--- src/rtl/dvi_cfg.svh ---
// DVI output configuration
`ifndef DVI_CFG_SVH
`define DVI_CFG_SVH

`define DVI_CLK_RATE_MHZ 25
`define DVI_I2C_QUARTER  188          // About 30 us per SCL bit at 25 MHz
`define DVI_DEV_ADDR     7'h76

// Mode 0 is 640x480
`define DVI_H_ACTIVE_0 640
`define DVI_H_FRONT_0  16
`define DVI_H_SYNC_0   96
`define DVI_H_TOTAL_0  800
`define DVI_V_ACTIVE_0 480
`define DVI_V_FRONT_0  10
`define DVI_V_SYNC_0   2
`define DVI_V_TOTAL_0  525

// Mode 1 is 1024x768
`define DVI_H_ACTIVE_1 1024
`define DVI_H_FRONT_1  24
`define DVI_H_SYNC_1   136
`define DVI_H_TOTAL_1  1344
`define DVI_V_ACTIVE_1 768
`define DVI_V_FRONT_1  3
`define DVI_V_SYNC_1   6
`define DVI_V_TOTAL_1  806

`define DVI_REG_CTRL   4'h0
`define DVI_REG_STATUS 4'h4

`endif

--- src/rtl/dvi_pkg.sv ---
// DVI output shared types

package dvi_pkg;

  typedef logic [7:0]  i2c_byte_t;
  typedef logic [10:0] pix_count_t;
  typedef logic [3:0]  apb_addr_t;
  typedef logic [31:0] apb_data_t;

  // I2C sequencer states
  typedef enum logic [2:0] {
    st_idle,
    st_start,
    st_clk_fall,
    st_setup,
    st_clk_rise,
    st_stop,
    st_gap
  } i2c_state_t;

endpackage

--- src/rtl/dvi_apb_regs.sv ---
// APB control and status registers
`timescale 1ns/1ps
`include "dvi_cfg.svh"

module dvi_apb_regs (
  input  logic               clk,
  input  logic               reset,
  input  dvi_pkg::apb_addr_t paddr,
  input  logic               psel,
  input  logic               penable,
  input  logic               pwrite,
  input  dvi_pkg::apb_data_t pwdata,
  input  logic               done,
  input  logic               busy,
  input  logic               ack_error,
  output dvi_pkg::apb_data_t prdata,
  output logic               pready,
  output logic               mode,
  output logic               restart
);

  import dvi_pkg::*;

  logic      ctrl_wr;
  logic      init_req;
  apb_data_t status_word;

  assign pready  = 1'b1;                         // No wait states
  assign ctrl_wr = psel && penable && pwrite && (paddr == `DVI_REG_CTRL);

  assign status_word = {29'd0, ack_error, busy, done};

  always_comb begin
    case (paddr)
      `DVI_REG_CTRL:   prdata = {31'd0, mode};   // Start bit reads as 0
      `DVI_REG_STATUS: prdata = status_word;
      default:         prdata = '0;
    endcase
  end

  always_ff @(posedge clk) begin
    if (reset) begin
      mode     <= 1'b0;
      restart  <= 1'b0;
      init_req <= 1'b1;
    end else begin
      init_req <= 1'b0;
      restart  <= init_req || (ctrl_wr && pwdata[1]);  // First pulse follows reset release
      if (ctrl_wr)
        mode <= pwdata[0];
    end
  end

endmodule

--- src/rtl/dvi_i2c_init.sv ---
// I2C register write sequencer
`timescale 1ns/1ps
`include "dvi_cfg.svh"

module dvi_i2c_init (
  input  logic clk,
  input  logic reset,
  input  logic restart,
  input  logic high_rate,
  input  logic sda_in,
  output logic scl_low,
  output logic sda_low,
  output logic done,
  output logic busy,
  output logic ack_error
);

  import dvi_pkg::*;

  localparam int quarter = `DVI_I2C_QUARTER;

  i2c_state_t  state;
  logic [9:0]  q_cnt;
  logic [9:0]  q_last;
  logic        q_end;
  logic [4:0]  bit_cnt;
  logic [2:0]  write_idx;
  logic [26:0] sreg;
  logic        ack_slot;

  // Address byte, register and data with a released ack slot after each
  function automatic logic [26:0] frame(input logic [2:0] idx, input logic rate);
    i2c_byte_t addr_byte;
    i2c_byte_t reg_addr;
    i2c_byte_t reg_data;
    addr_byte = {`DVI_DEV_ADDR, 1'b0};
    case (idx)
      3'd0: begin
        reg_addr = 8'h49;
        reg_data = 8'hC0;
      end
      3'd1: begin
        reg_addr = 8'h21;
        reg_data = 8'h09;
      end
      3'd2: begin
        reg_addr = 8'h33;
        reg_data = rate ? 8'h06 : 8'h08;
      end
      3'd3: begin
        reg_addr = 8'h34;
        reg_data = rate ? 8'h26 : 8'h16;
      end
      default: begin
        reg_addr = 8'h36;
        reg_data = rate ? 8'hA0 : 8'h60;
      end
    endcase
    return {addr_byte, 1'b1, reg_addr, 1'b1, reg_data, 1'b1};
  endfunction

  always_comb begin
    case (state)
      st_start, st_clk_fall, st_setup: q_last = 10'(quarter - 1);
      st_clk_rise:                     q_last = 10'(2 * quarter - 1);
      st_stop:                         q_last = 10'(3 * quarter - 1);
      st_gap:                          q_last = 10'(4 * quarter - 1);
      default:                         q_last = 10'd0;
    endcase
  end

  assign q_end    = (q_cnt == q_last);
  assign ack_slot = (bit_cnt == 5'd8) || (bit_cnt == 5'd17) || (bit_cnt == 5'd26);

  always_ff @(posedge clk) begin
    if (reset) begin
      state     <= st_idle;
      q_cnt     <= '0;
      bit_cnt   <= '0;
      write_idx <= '0;
      scl_low   <= 1'b0;
      sda_low   <= 1'b0;
      done      <= 1'b0;
      busy      <= 1'b1;                         // Configuration pending until first restart
      ack_error <= 1'b0;
    end else if (restart) begin
      done      <= 1'b0;
      busy      <= 1'b1;
      ack_error <= 1'b0;
      bit_cnt   <= '0;
      write_idx <= '0;
      scl_low   <= 1'b0;
      if (state == st_idle) begin
        state   <= st_start;
        q_cnt   <= '0;
        sda_low <= 1'b1;                         // Start condition right away
      end else begin
        state   <= st_gap;
        q_cnt   <= 10'(3 * quarter);             // Lines released for one quarter
        sda_low <= 1'b0;
      end
    end else begin
      q_cnt <= q_end ? '0 : q_cnt + 10'd1;
      case (state)
        st_start: begin
          if (q_end) begin
            state   <= st_clk_fall;
            scl_low <= 1'b1;
          end
        end
        st_clk_fall: begin
          if (q_end) begin
            state   <= st_setup;
            sda_low <= ~sreg[26];
          end
        end
        st_setup: begin
          if (q_end) begin
            state   <= st_clk_rise;
            scl_low <= 1'b0;
          end
        end
        st_clk_rise: begin
          if (q_cnt == 10'(quarter - 1) && ack_slot && sda_in)
            ack_error <= 1'b1;                   // Sticky while the sequence carries on
          if (q_end) begin
            scl_low <= 1'b1;
            if (bit_cnt == 5'd26) begin
              bit_cnt <= '0;
              state   <= st_stop;
            end else begin
              bit_cnt <= bit_cnt + 5'd1;
              state   <= st_clk_fall;
            end
          end
        end
        st_stop: begin
          if (q_cnt == 10'(quarter - 1))
            sda_low <= 1'b1;
          if (q_cnt == 10'(2 * quarter - 1))
            scl_low <= 1'b0;
          if (q_end) begin
            sda_low <= 1'b0;                     // SDA rises with SCL high
            if (write_idx == 3'd4) begin
              state <= st_idle;
              busy  <= 1'b0;
              done  <= 1'b1;
            end else begin
              write_idx <= write_idx + 3'd1;
              state     <= st_gap;
            end
          end
        end
        st_gap: begin
          if (q_end) begin
            state   <= st_start;
            sda_low <= 1'b1;
          end
        end
        default: ;
      endcase
    end
  end

  always_ff @(posedge clk) begin
    if (restart)
      sreg <= frame(3'd0, high_rate);
    else if (state == st_gap && q_end)
      sreg <= frame(write_idx, high_rate);
    else if (state == st_clk_rise && q_end)
      sreg <= {sreg[25:0], 1'b0};
  end

endmodule

--- src/rtl/dvi_timing.sv ---
// Video sync and data enable generator
`timescale 1ns/1ps
`include "dvi_cfg.svh"

module dvi_timing (
  input  logic clk,
  input  logic reset,
  input  logic restart,
  input  logic mode,
  output logic hsync,
  output logic vsync,
  output logic de
);

  import dvi_pkg::*;

  pix_count_t h_cnt;
  pix_count_t v_cnt;
  pix_count_t h_active;
  pix_count_t h_sync_start;
  pix_count_t h_sync_end;
  pix_count_t h_total;
  pix_count_t v_active;
  pix_count_t v_sync_start;
  pix_count_t v_sync_end;
  pix_count_t v_total;

  always_comb begin
    if (mode) begin
      h_active     = pix_count_t'(`DVI_H_ACTIVE_1);
      h_sync_start = pix_count_t'(`DVI_H_ACTIVE_1 + `DVI_H_FRONT_1);
      h_sync_end   = pix_count_t'(`DVI_H_ACTIVE_1 + `DVI_H_FRONT_1 + `DVI_H_SYNC_1);
      h_total      = pix_count_t'(`DVI_H_TOTAL_1);
      v_active     = pix_count_t'(`DVI_V_ACTIVE_1);
      v_sync_start = pix_count_t'(`DVI_V_ACTIVE_1 + `DVI_V_FRONT_1);
      v_sync_end   = pix_count_t'(`DVI_V_ACTIVE_1 + `DVI_V_FRONT_1 + `DVI_V_SYNC_1);
      v_total      = pix_count_t'(`DVI_V_TOTAL_1);
    end else begin
      h_active     = pix_count_t'(`DVI_H_ACTIVE_0);
      h_sync_start = pix_count_t'(`DVI_H_ACTIVE_0 + `DVI_H_FRONT_0);
      h_sync_end   = pix_count_t'(`DVI_H_ACTIVE_0 + `DVI_H_FRONT_0 + `DVI_H_SYNC_0);
      h_total      = pix_count_t'(`DVI_H_TOTAL_0);
      v_active     = pix_count_t'(`DVI_V_ACTIVE_0);
      v_sync_start = pix_count_t'(`DVI_V_ACTIVE_0 + `DVI_V_FRONT_0);
      v_sync_end   = pix_count_t'(`DVI_V_ACTIVE_0 + `DVI_V_FRONT_0 + `DVI_V_SYNC_0);
      v_total      = pix_count_t'(`DVI_V_TOTAL_0);
    end
  end

  always_ff @(posedge clk) begin
    if (reset || restart) begin
      h_cnt <= '0;
      v_cnt <= '0;
    end else if (h_cnt >= h_total - 11'd1) begin   // Also catches a mode switch mid-line
      h_cnt <= '0;
      v_cnt <= (v_cnt >= v_total - 11'd1) ? '0 : v_cnt + 11'd1;
    end else begin
      h_cnt <= h_cnt + 11'd1;
    end
  end

  always_ff @(posedge clk) begin
    if (reset) begin
      hsync <= 1'b0;
      vsync <= 1'b0;
      de    <= 1'b0;
    end else begin
      hsync <= (h_cnt >= h_sync_start) && (h_cnt < h_sync_end);
      vsync <= (v_cnt >= v_sync_start) && (v_cnt < v_sync_end);
      de    <= (h_cnt < h_active) && (v_cnt < v_active);
    end
  end

endmodule

--- src/rtl/dvi_out_top.sv ---
// DVI output configuration and sync top
`timescale 1ns/1ps

module dvi_out_top (
  input  logic               clk,
  input  logic               reset,
  input  dvi_pkg::apb_addr_t paddr,
  input  logic               psel,
  input  logic               penable,
  input  logic               pwrite,
  input  dvi_pkg::apb_data_t pwdata,
  input  logic               scl_in,
  input  logic               sda_in,
  output dvi_pkg::apb_data_t prdata,
  output logic               pready,
  output logic               scl_low,
  output logic               sda_low,
  output logic               hsync,
  output logic               vsync,
  output logic               de
);

  logic mode;
  logic restart;
  logic done;
  logic busy;
  logic ack_error;

  dvi_apb_regs u_regs (
    .clk       (clk),
    .reset     (reset),
    .paddr     (paddr),
    .psel      (psel),
    .penable   (penable),
    .pwrite    (pwrite),
    .pwdata    (pwdata),
    .done      (done),
    .busy      (busy),
    .ack_error (ack_error),
    .prdata    (prdata),
    .pready    (pready),
    .mode      (mode),
    .restart   (restart)
  );

  dvi_i2c_init u_i2c (
    .clk       (clk),
    .reset     (reset),
    .restart   (restart),
    .high_rate (mode),                           // 1024x768 runs above 65 MHz
    .sda_in    (sda_in),
    .scl_low   (scl_low),
    .sda_low   (sda_low),
    .done      (done),
    .busy      (busy),
    .ack_error (ack_error)
  );

  dvi_timing u_timing (
    .clk     (clk),
    .reset   (reset),
    .restart (restart),
    .mode    (mode),
    .hsync   (hsync),
    .vsync   (vsync),
    .de      (de)
  );

endmodule

--- config.mk ---
export PLATFORM = sky130hd
export DESIGN_NAME = dvi_out_top
export DESIGN_NICKNAME = d
export VERILOG_FILES = /design/src/rtl/dvi_pkg.sv /design/src/rtl/dvi_apb_regs.sv /design/src/rtl/dvi_i2c_init.sv /design/src/rtl/dvi_timing.sv /design/src/rtl/dvi_out_top.sv
export VERILOG_INCLUDE_DIRS = /design/src /design/src/rtl
export SDC_FILE = /design/constraint.sdc
export NUM_CORES = 1
export LEC_CHECK = 0
export ABC_AREA = 0
export BUFFER_PORTS_ARGS = -buffer_cell sky130_fd_sc_hd__buf_2
export CORE_MARGIN = 2
export CORE_UTILIZATION = 61
export DETAILED_ROUTE_END_ITERATION = 10
export GPL_ROUTABILITY_DRIVEN = 1
export HOLD_SLACK_MARGIN = 0.03
export PLACE_DENSITY = 0.86
export SLEW_MARGIN = 30
export SYNTH_ARGS = -nofsm -noshare
export SYNTH_HDL_FRONTEND = slang
export SYNTH_SLANG_ARGS = --single-unit
--- constraint.sdc ---
create_clock -name clk -period 4.4 [get_ports clk]
set_input_delay 0.22 -clock clk [delete_from_list [all_inputs] [get_ports clk]]
set_output_delay 0.22 -clock clk [all_outputs]
set_load 0.005 [all_outputs]
# Word level (Yosys, flattened, before mapping)
# Index checks and enable logic that the tools add are counted.
totals:
  register_bits: 81
  inputBits: 43
  out_inout_bits: 38
  wordCells: 141
op_classes:
  add_sub_neg: 7
  order_cmp: 8
  eq_ne: 27
  n_mux: 44
  bitwise_logic: 2
  n_reduce_logical: 34
ops:
  columns: ["cell", "count"]
  rows:
  - ["10-bit two-way mux", 6]
  - ["11-bit two-way mux", 5]
  - ["10-bit case mux with 4 select lines", 1]
  - ["18-bit two-way mux", 2]
  - ["11-bit greater-or-equal comparator", 3]
  - ["8-bit case mux with 4 select lines", 1]
  - ["3-bit two-way mux", 10]
  - ["7-bit case mux with 4 select lines", 1]
  - ["11-bit by 1-bit adder with 11-bit output, second input constant", 2]
  - ["11-bit by 10-bit less-than comparator with 1-bit output", 2]
  - ["11-bit less-than comparator", 2]
  - ["3-bit by 2-bit inequality test with 1-bit output, second input constant", 6]
  - ["3-bit case mux with 6 select lines", 1]
  - ["3-bit by 2-bit == test with 1-bit output, second input constant", 4]
  - ["3-bit == test, second input constant", 4]
  - ["11-bit by 10-bit greater-or-equal comparator with 1-bit output", 1]
  - ["1-bit logical AND", 11]
  - ["10-bit by 1-bit subtractor with 11-bit output, second input constant", 1]
  - ["11-bit by 1-bit subtractor with 11-bit output, second input constant", 1]
  - ["10-bit by 1-bit adder with 10-bit output, second input constant", 1]
  - ["10-bit == test", 1]
  - ["10-bit by 8-bit == test with 1-bit output, second input constant", 1]
  - ["10-bit by 9-bit == test with 1-bit output, second input constant", 1]
  - ["5-bit == test, second input constant", 2]
  - ["29 further kinds", 52]

# Logic depth before layout (Yosys ltp)
depth:
  word_depth: 7
  depth_mapped: 10
  depth_no_buf: 8

# Cells and area by module
# A second synthesis with hierarchy kept.
hier_totals:
  cells_unflattened: 601
  hier_area_um2: 4907.2
by_module_without_submodules:
  columns: ["module", "instances", "cells_each", "area_per_inst_um2", "seq_area_each_um2"]
  rows:
  - ["dvi_i2c_init", 1, 367, 2907.8, 1061.0]
  - ["dvi_timing", 1, 188, 1621.6, 500.5]
  - ["dvi_apb_regs", 1, 46, 377.9, 60.1]

# Worst setup path after synthesis
# No wires, ideal clock.
synth_path:
  path_kind: "register to register"
  startpoint: "register u_regs.mode"
  endpoint: "register u_timing.v_cnt[2]"
  setup_time_ps: 135
  t_arrival_ps: 2279
  required_ps: 4265
  setup_slack_ps: 1986
  path_stages_with_launch: 8
  path_buffers: 0
  period_less_slack_ps: 2414
  cell_sequence: "dfxtp_1 -> inv_1 -> ha_1 -> a311oi_1 -> o41ai_1 -> inv_1 -> o21ai_1 -> nor2_1"
synth_between:
  elab_chain_cells: 4
  elab_cells_between_ends: 7
  cone_classes: "2 x add/sub; 2 x order compare; 3 x mux"
synth_rtl:
  columns: ["item", "line", "rtl"]
  rows:
  - ["start, declared", "dvi_apb_regs.sv:18", "output logic mode,"]
  - ["start signal, assigned", "dvi_apb_regs.sv:50", "mode <= pwdata[0];"]
  - ["9-bit two-way mux", "dvi_timing.sv:29", "if (mode) begin"]
  - ["10-bit by 1-bit subtractor with 11-bit output", "dvi_timing.sv:56", "v_cnt <= (v_cnt >= v_total - 11'd1) ? '0 : v_cnt + 11'd1;"]
  - ["11-bit greater-or-equal comparator", "dvi_timing.sv:56", null]
  - ["11-bit two-way mux", "dvi_timing.sv:56", null]
  - ["end signal, assigned", "dvi_timing.sv:56", null]
  - ["end, declared", "dvi_timing.sv:18", "pix_count_t v_cnt;"]
# Parallel ways exist; a longest one is shown, timed or not.
# A chain may end at the register's enable or synchronous reset.

# Worst setup path after layout
layout_path:
  startpoint: "register u_i2c.state[0]"
  endpoint: "register u_i2c.sreg[15]"
layout_between:
  elab_chain_cells: 6
  elab_cells_between_ends: 13
  cone_classes: "7 x eq/ne; 2 x mux; 4 x reduce/logical"
layout_rtl:
  columns: ["item", "line", "rtl"]
  rows:
  - ["start, declared", "dvi_i2c_init.sv:22", "i2c_state_t state;"]
  - ["start signal, assigned", "dvi_i2c_init.sv:77", "state <= st_idle;"]
  - ["start signal, assigned", "dvi_i2c_init.sv:94", "state <= st_start;"]
  - ["start signal, assigned", "dvi_i2c_init.sv:98", "state <= st_gap;"]
  - ["3-bit by 1-bit == test with 1-bit output / 3-bit by 2-bit == test with 1-bit output (equally long branches)", "dvi_i2c_init.sv:63", "case (state)"]
  - ["3-bit OR reduction", "dvi_i2c_init.sv:63", null]
  - ["10-bit case mux with 4 select lines", "dvi_i2c_init.sv:63", null]
  - ["10-bit == test", "dvi_i2c_init.sv:72", "assign q_end = (q_cnt == q_last);"]
  - ["1-bit logical AND (on tied branches)", "dvi_i2c_init.sv:168, dvi_i2c_init.sv:170", null]
  - ["18-bit two-way mux / 2-bit nonzero test (equally long branches)", null, null]
  - ["end signal, assigned", "dvi_i2c_init.sv:167", "sreg <= frame(3'd0, high_rate);"]
  - ["end signal, assigned", "dvi_i2c_init.sv:169", "sreg <= frame(write_idx, high_rate);"]
  - ["end signal, assigned", "dvi_i2c_init.sv:171", "sreg <= {sreg[25:0], 1'b0};"]
  - ["end, declared", "dvi_i2c_init.sv:28", "logic [26:0] sreg;"]
# Parallel ways exist; a longest one is shown, timed or not.

==> metrics.yaml <==
sta:
  hold_viol: 0
  worst_pin_slew_ns: 0.891
  slew_headroom_pct: 40.5
  skew_ns: 0.00826
  setup_viol_count_final: 0
  setup_tns_ns: 0
  slew_viol_final: 0
  fmax_mhz: 312
  final.period_utilization_pct: 72.9
  rsz0062_at_grt: "false"
  final.min_clock_period_ns: 3.21
clocking:
  clk_pin_slew_ns: 0.08
  cts_setup_buffers: 0
  cts_resized: 0
  h-tree-depth: 3
  cts_tree: "built"
  clock_sinks: 81
  cts_buffers: 9
  clockRootBuffer: "clkbuf_8"
  clkLatencyLatePin_ns: 0.36
  cts_hold_buf: 0
  cts.path.max_buffers: 2
worst_setup_path:
  crit_type: "flip-flop to flip-flop"
  crit_required_ns: 4.69
  reg2reg_from: "u_i2c.state[0]"
  cpPeakStageDelay_ns: 0.91
  end_kind: "flip-flop"
  critPathLaunch: "u_i2c.state[0]"
  reg2reg_to: "u_i2c.sreg[15]"
  slowest_stage: "dfxtp_1"
  reg2reg_depth: 6
  r2r_slack_ns: 1.19
  crit_arrival_ns: 3.49
  crit_end: "u_i2c.sreg[15]"
  start_kind: "flip-flop"
  crit_chain: "nand2b_1, mux2i_1, o2111ai_2, or4_1, or3_1, o211ai_1"
  critical_path_peak_fanout: 29
layout:
  final_core_util_pct: 65.6
  area_delta_synth_final_pct: 4.62
  final_common_cell: "dfxtp_1"
  final_nets: 658
  fill_cells: 626
  drive_gt1_share_pct: 9.83
  antenna_cells: 0
  most-common-layout-cells: "dfxtp_1 (81), nor2_1 (59), nand2_1 (37)"
synthesis:
  ys_types: 64
  synth_mux_area_share_pct: 1.69
  avgSynthCellArea_um2: 8.27
  synth_compound_area_share_pct: 18.4
  synth_top_family_by_area: "simple AND/OR/NAND/NOR gates"
  synth.area.top_cells: "dfxtp_1 (34%), ha_1 (7.8%), buf_4 (4.7%)"
  yosysSeqAreaShare_pct: 33.6
  synth_xor_area_share_pct: 4.54
  synth_top_area_share_pct: 33.6
  synth_simple_gate_area_share_pct: 24.4
  synth_edf_count: 0
  syn_area_mm2: 0.00482
  synth_cells: 583
  synth_async_sr_flop_share_pct: 0
  ys_ff_latch: 81
  yosysTopAreaCell: "dfxtp_1"
  synth_adder_area_share_pct: 7.79
  yosysWarningCount: 0
  synth_ff_type: "dfxtp_1"
floorplanning:
  std_cell_rows: 32
  dieArea_mm2: 0.00863
  die_w_um: 92.9
  core_mm2: 0.00769
  num_io_pins: 81
  die_h_um: 92.9
  initial_core_util_pct: 62.7
global_route:
  antenna_found_initial: 0
  use_met2_pct: 41.5
  overflow: 0
  grtUsageTotal_pct: 24.5
  grtUsageMet1_pct: 30.4
  grt_pass1_vias: 3890
  grt_pass1_wl_um: 17200
  grtUsageMet3_pct: 4.31
  grt_max_degree: 47
  busiest_layer: "met2"
placement:
  gp_congestion: 0.873
  portBuffers: 19
  dp_hpwl_um: 7030
min_path:
  whs_path_depth: 3
  min_path_type: "primary input to flip-flop"
drt:
  antenna_left: 0
  drtPass1Iterations: 5
  route.detailed.drc: 0
  drt-initial-drc-count: 195
  vias: 4103
  wl_per_cell_um: 14.6
  vias_per_cell: 5.93
  drt-total-wl_um: 10100
power:
  p_total_mw: 1.89
  leakage_nw: 2.01
  peakVddDrop_v: 0.000196
  p_per_area_mw_per_mm2: 374
flow_run:
  cap_violations: 0
run_status:
  status: "finished clean"
[final cells by class]
cell class	instances	area (um^2)	area share, %
Clock inverter	5	55.1	1.09
Tap cell	102	128	2.53
Inverter	23	86.3	1.71
Timing Repair Buffer	26	148	2.93
Multi-Input combinational cell	444	2860	56.8
Sequential cell	81	1620	32.2
Clock buffer	11	141	2.80
[power breakdown]
part / internal (mW) / switching (mW)
Combinational: 0.175 / 0.275
Sequential: 0.794 / 0.0987
Clock: 0.276 / 0.269
Total: 1.24 / 0.642
[cells by family (layout without fill, tap and decap cells)]
group / count (synthesis) / in the layout
compound gates: 125 / 125
fa+ha+maj: 30 / 30
other cells: 2 / 30
flops: 81 / 81
xor+xnor: 25 / 25
simple gates: 226 / 226
buf+inv: 86 / 65
mux: 8 / 8
[per-stage QoR]
| step | std cells | setup slack, ns | cell area (um^2) | hold WS [ns] |
|---|---|---|---|---|
| 2_1_floorplan | 611 | 1.99 | 4930 | 0.248 |
| 3_3_place_gp | 676 | 1.29 | 4850 | 0.435 |
| 3_5_place_dp | 676 | 1.23 | 4850 | 0.444 |
| 4_1_cts | 692 | 1.21 | 5040 | 0.0829 |
| 6_report | 692 | 1.19 | 5040 | 0.0876 |
| 5_1_grt | 692 | 0.945 | 5040 | 0.122 |
[worst min-delay path by stage]
stage                    start               to  slack, ns
5_1_grt              pwdata[1]   u_regs.restart       0.12
4_1_cts              pwdata[1]   u_regs.restart       0.08
3_3_place_gp   u_regs.init_req   u_regs.restart       0.44
3_5_place_dp   u_regs.init_req   u_regs.restart       0.44
6_report             pwdata[1]   u_regs.restart       0.09
2_1_floorplan            reset  u_regs.init_req       0.25
[metal layers]
layer	share of wire, %	routed length (um)
met5	0	0
met4	1.9	187
met3	5.0	503
met2	50	5060
met1	43	4330
[cells in the mapped netlist, drive strengths merged, types with 17 or more instances]
cell / instances
dfxtp: 81
nor2: 59
buf: 45
nand2: 37
ha: 30
nand3: 30
a21oi: 25
inv: 23
o21ai: 20
clkbuf: 18
nor3: 17
[state kept, by name (all words and copies together), names as in the netlist, 3 cells and up]
register,flops
u_i2c.state,3
u_i2c.write_idx,3
u_i2c.q_cnt,10
u_i2c.sreg,27
u_timing.v_cnt,11
u_timing.h_cnt,11
u_i2c.bit_cnt,5
[critical path, delay by kind of cell (launching register included)]
family	cells	cell delay, ns
simple gates	3	1.64
flops	1	0.91
compound gates	2	0.33
mux	1	0.26
Note: power is estimated with default switching activity, not from simulation.
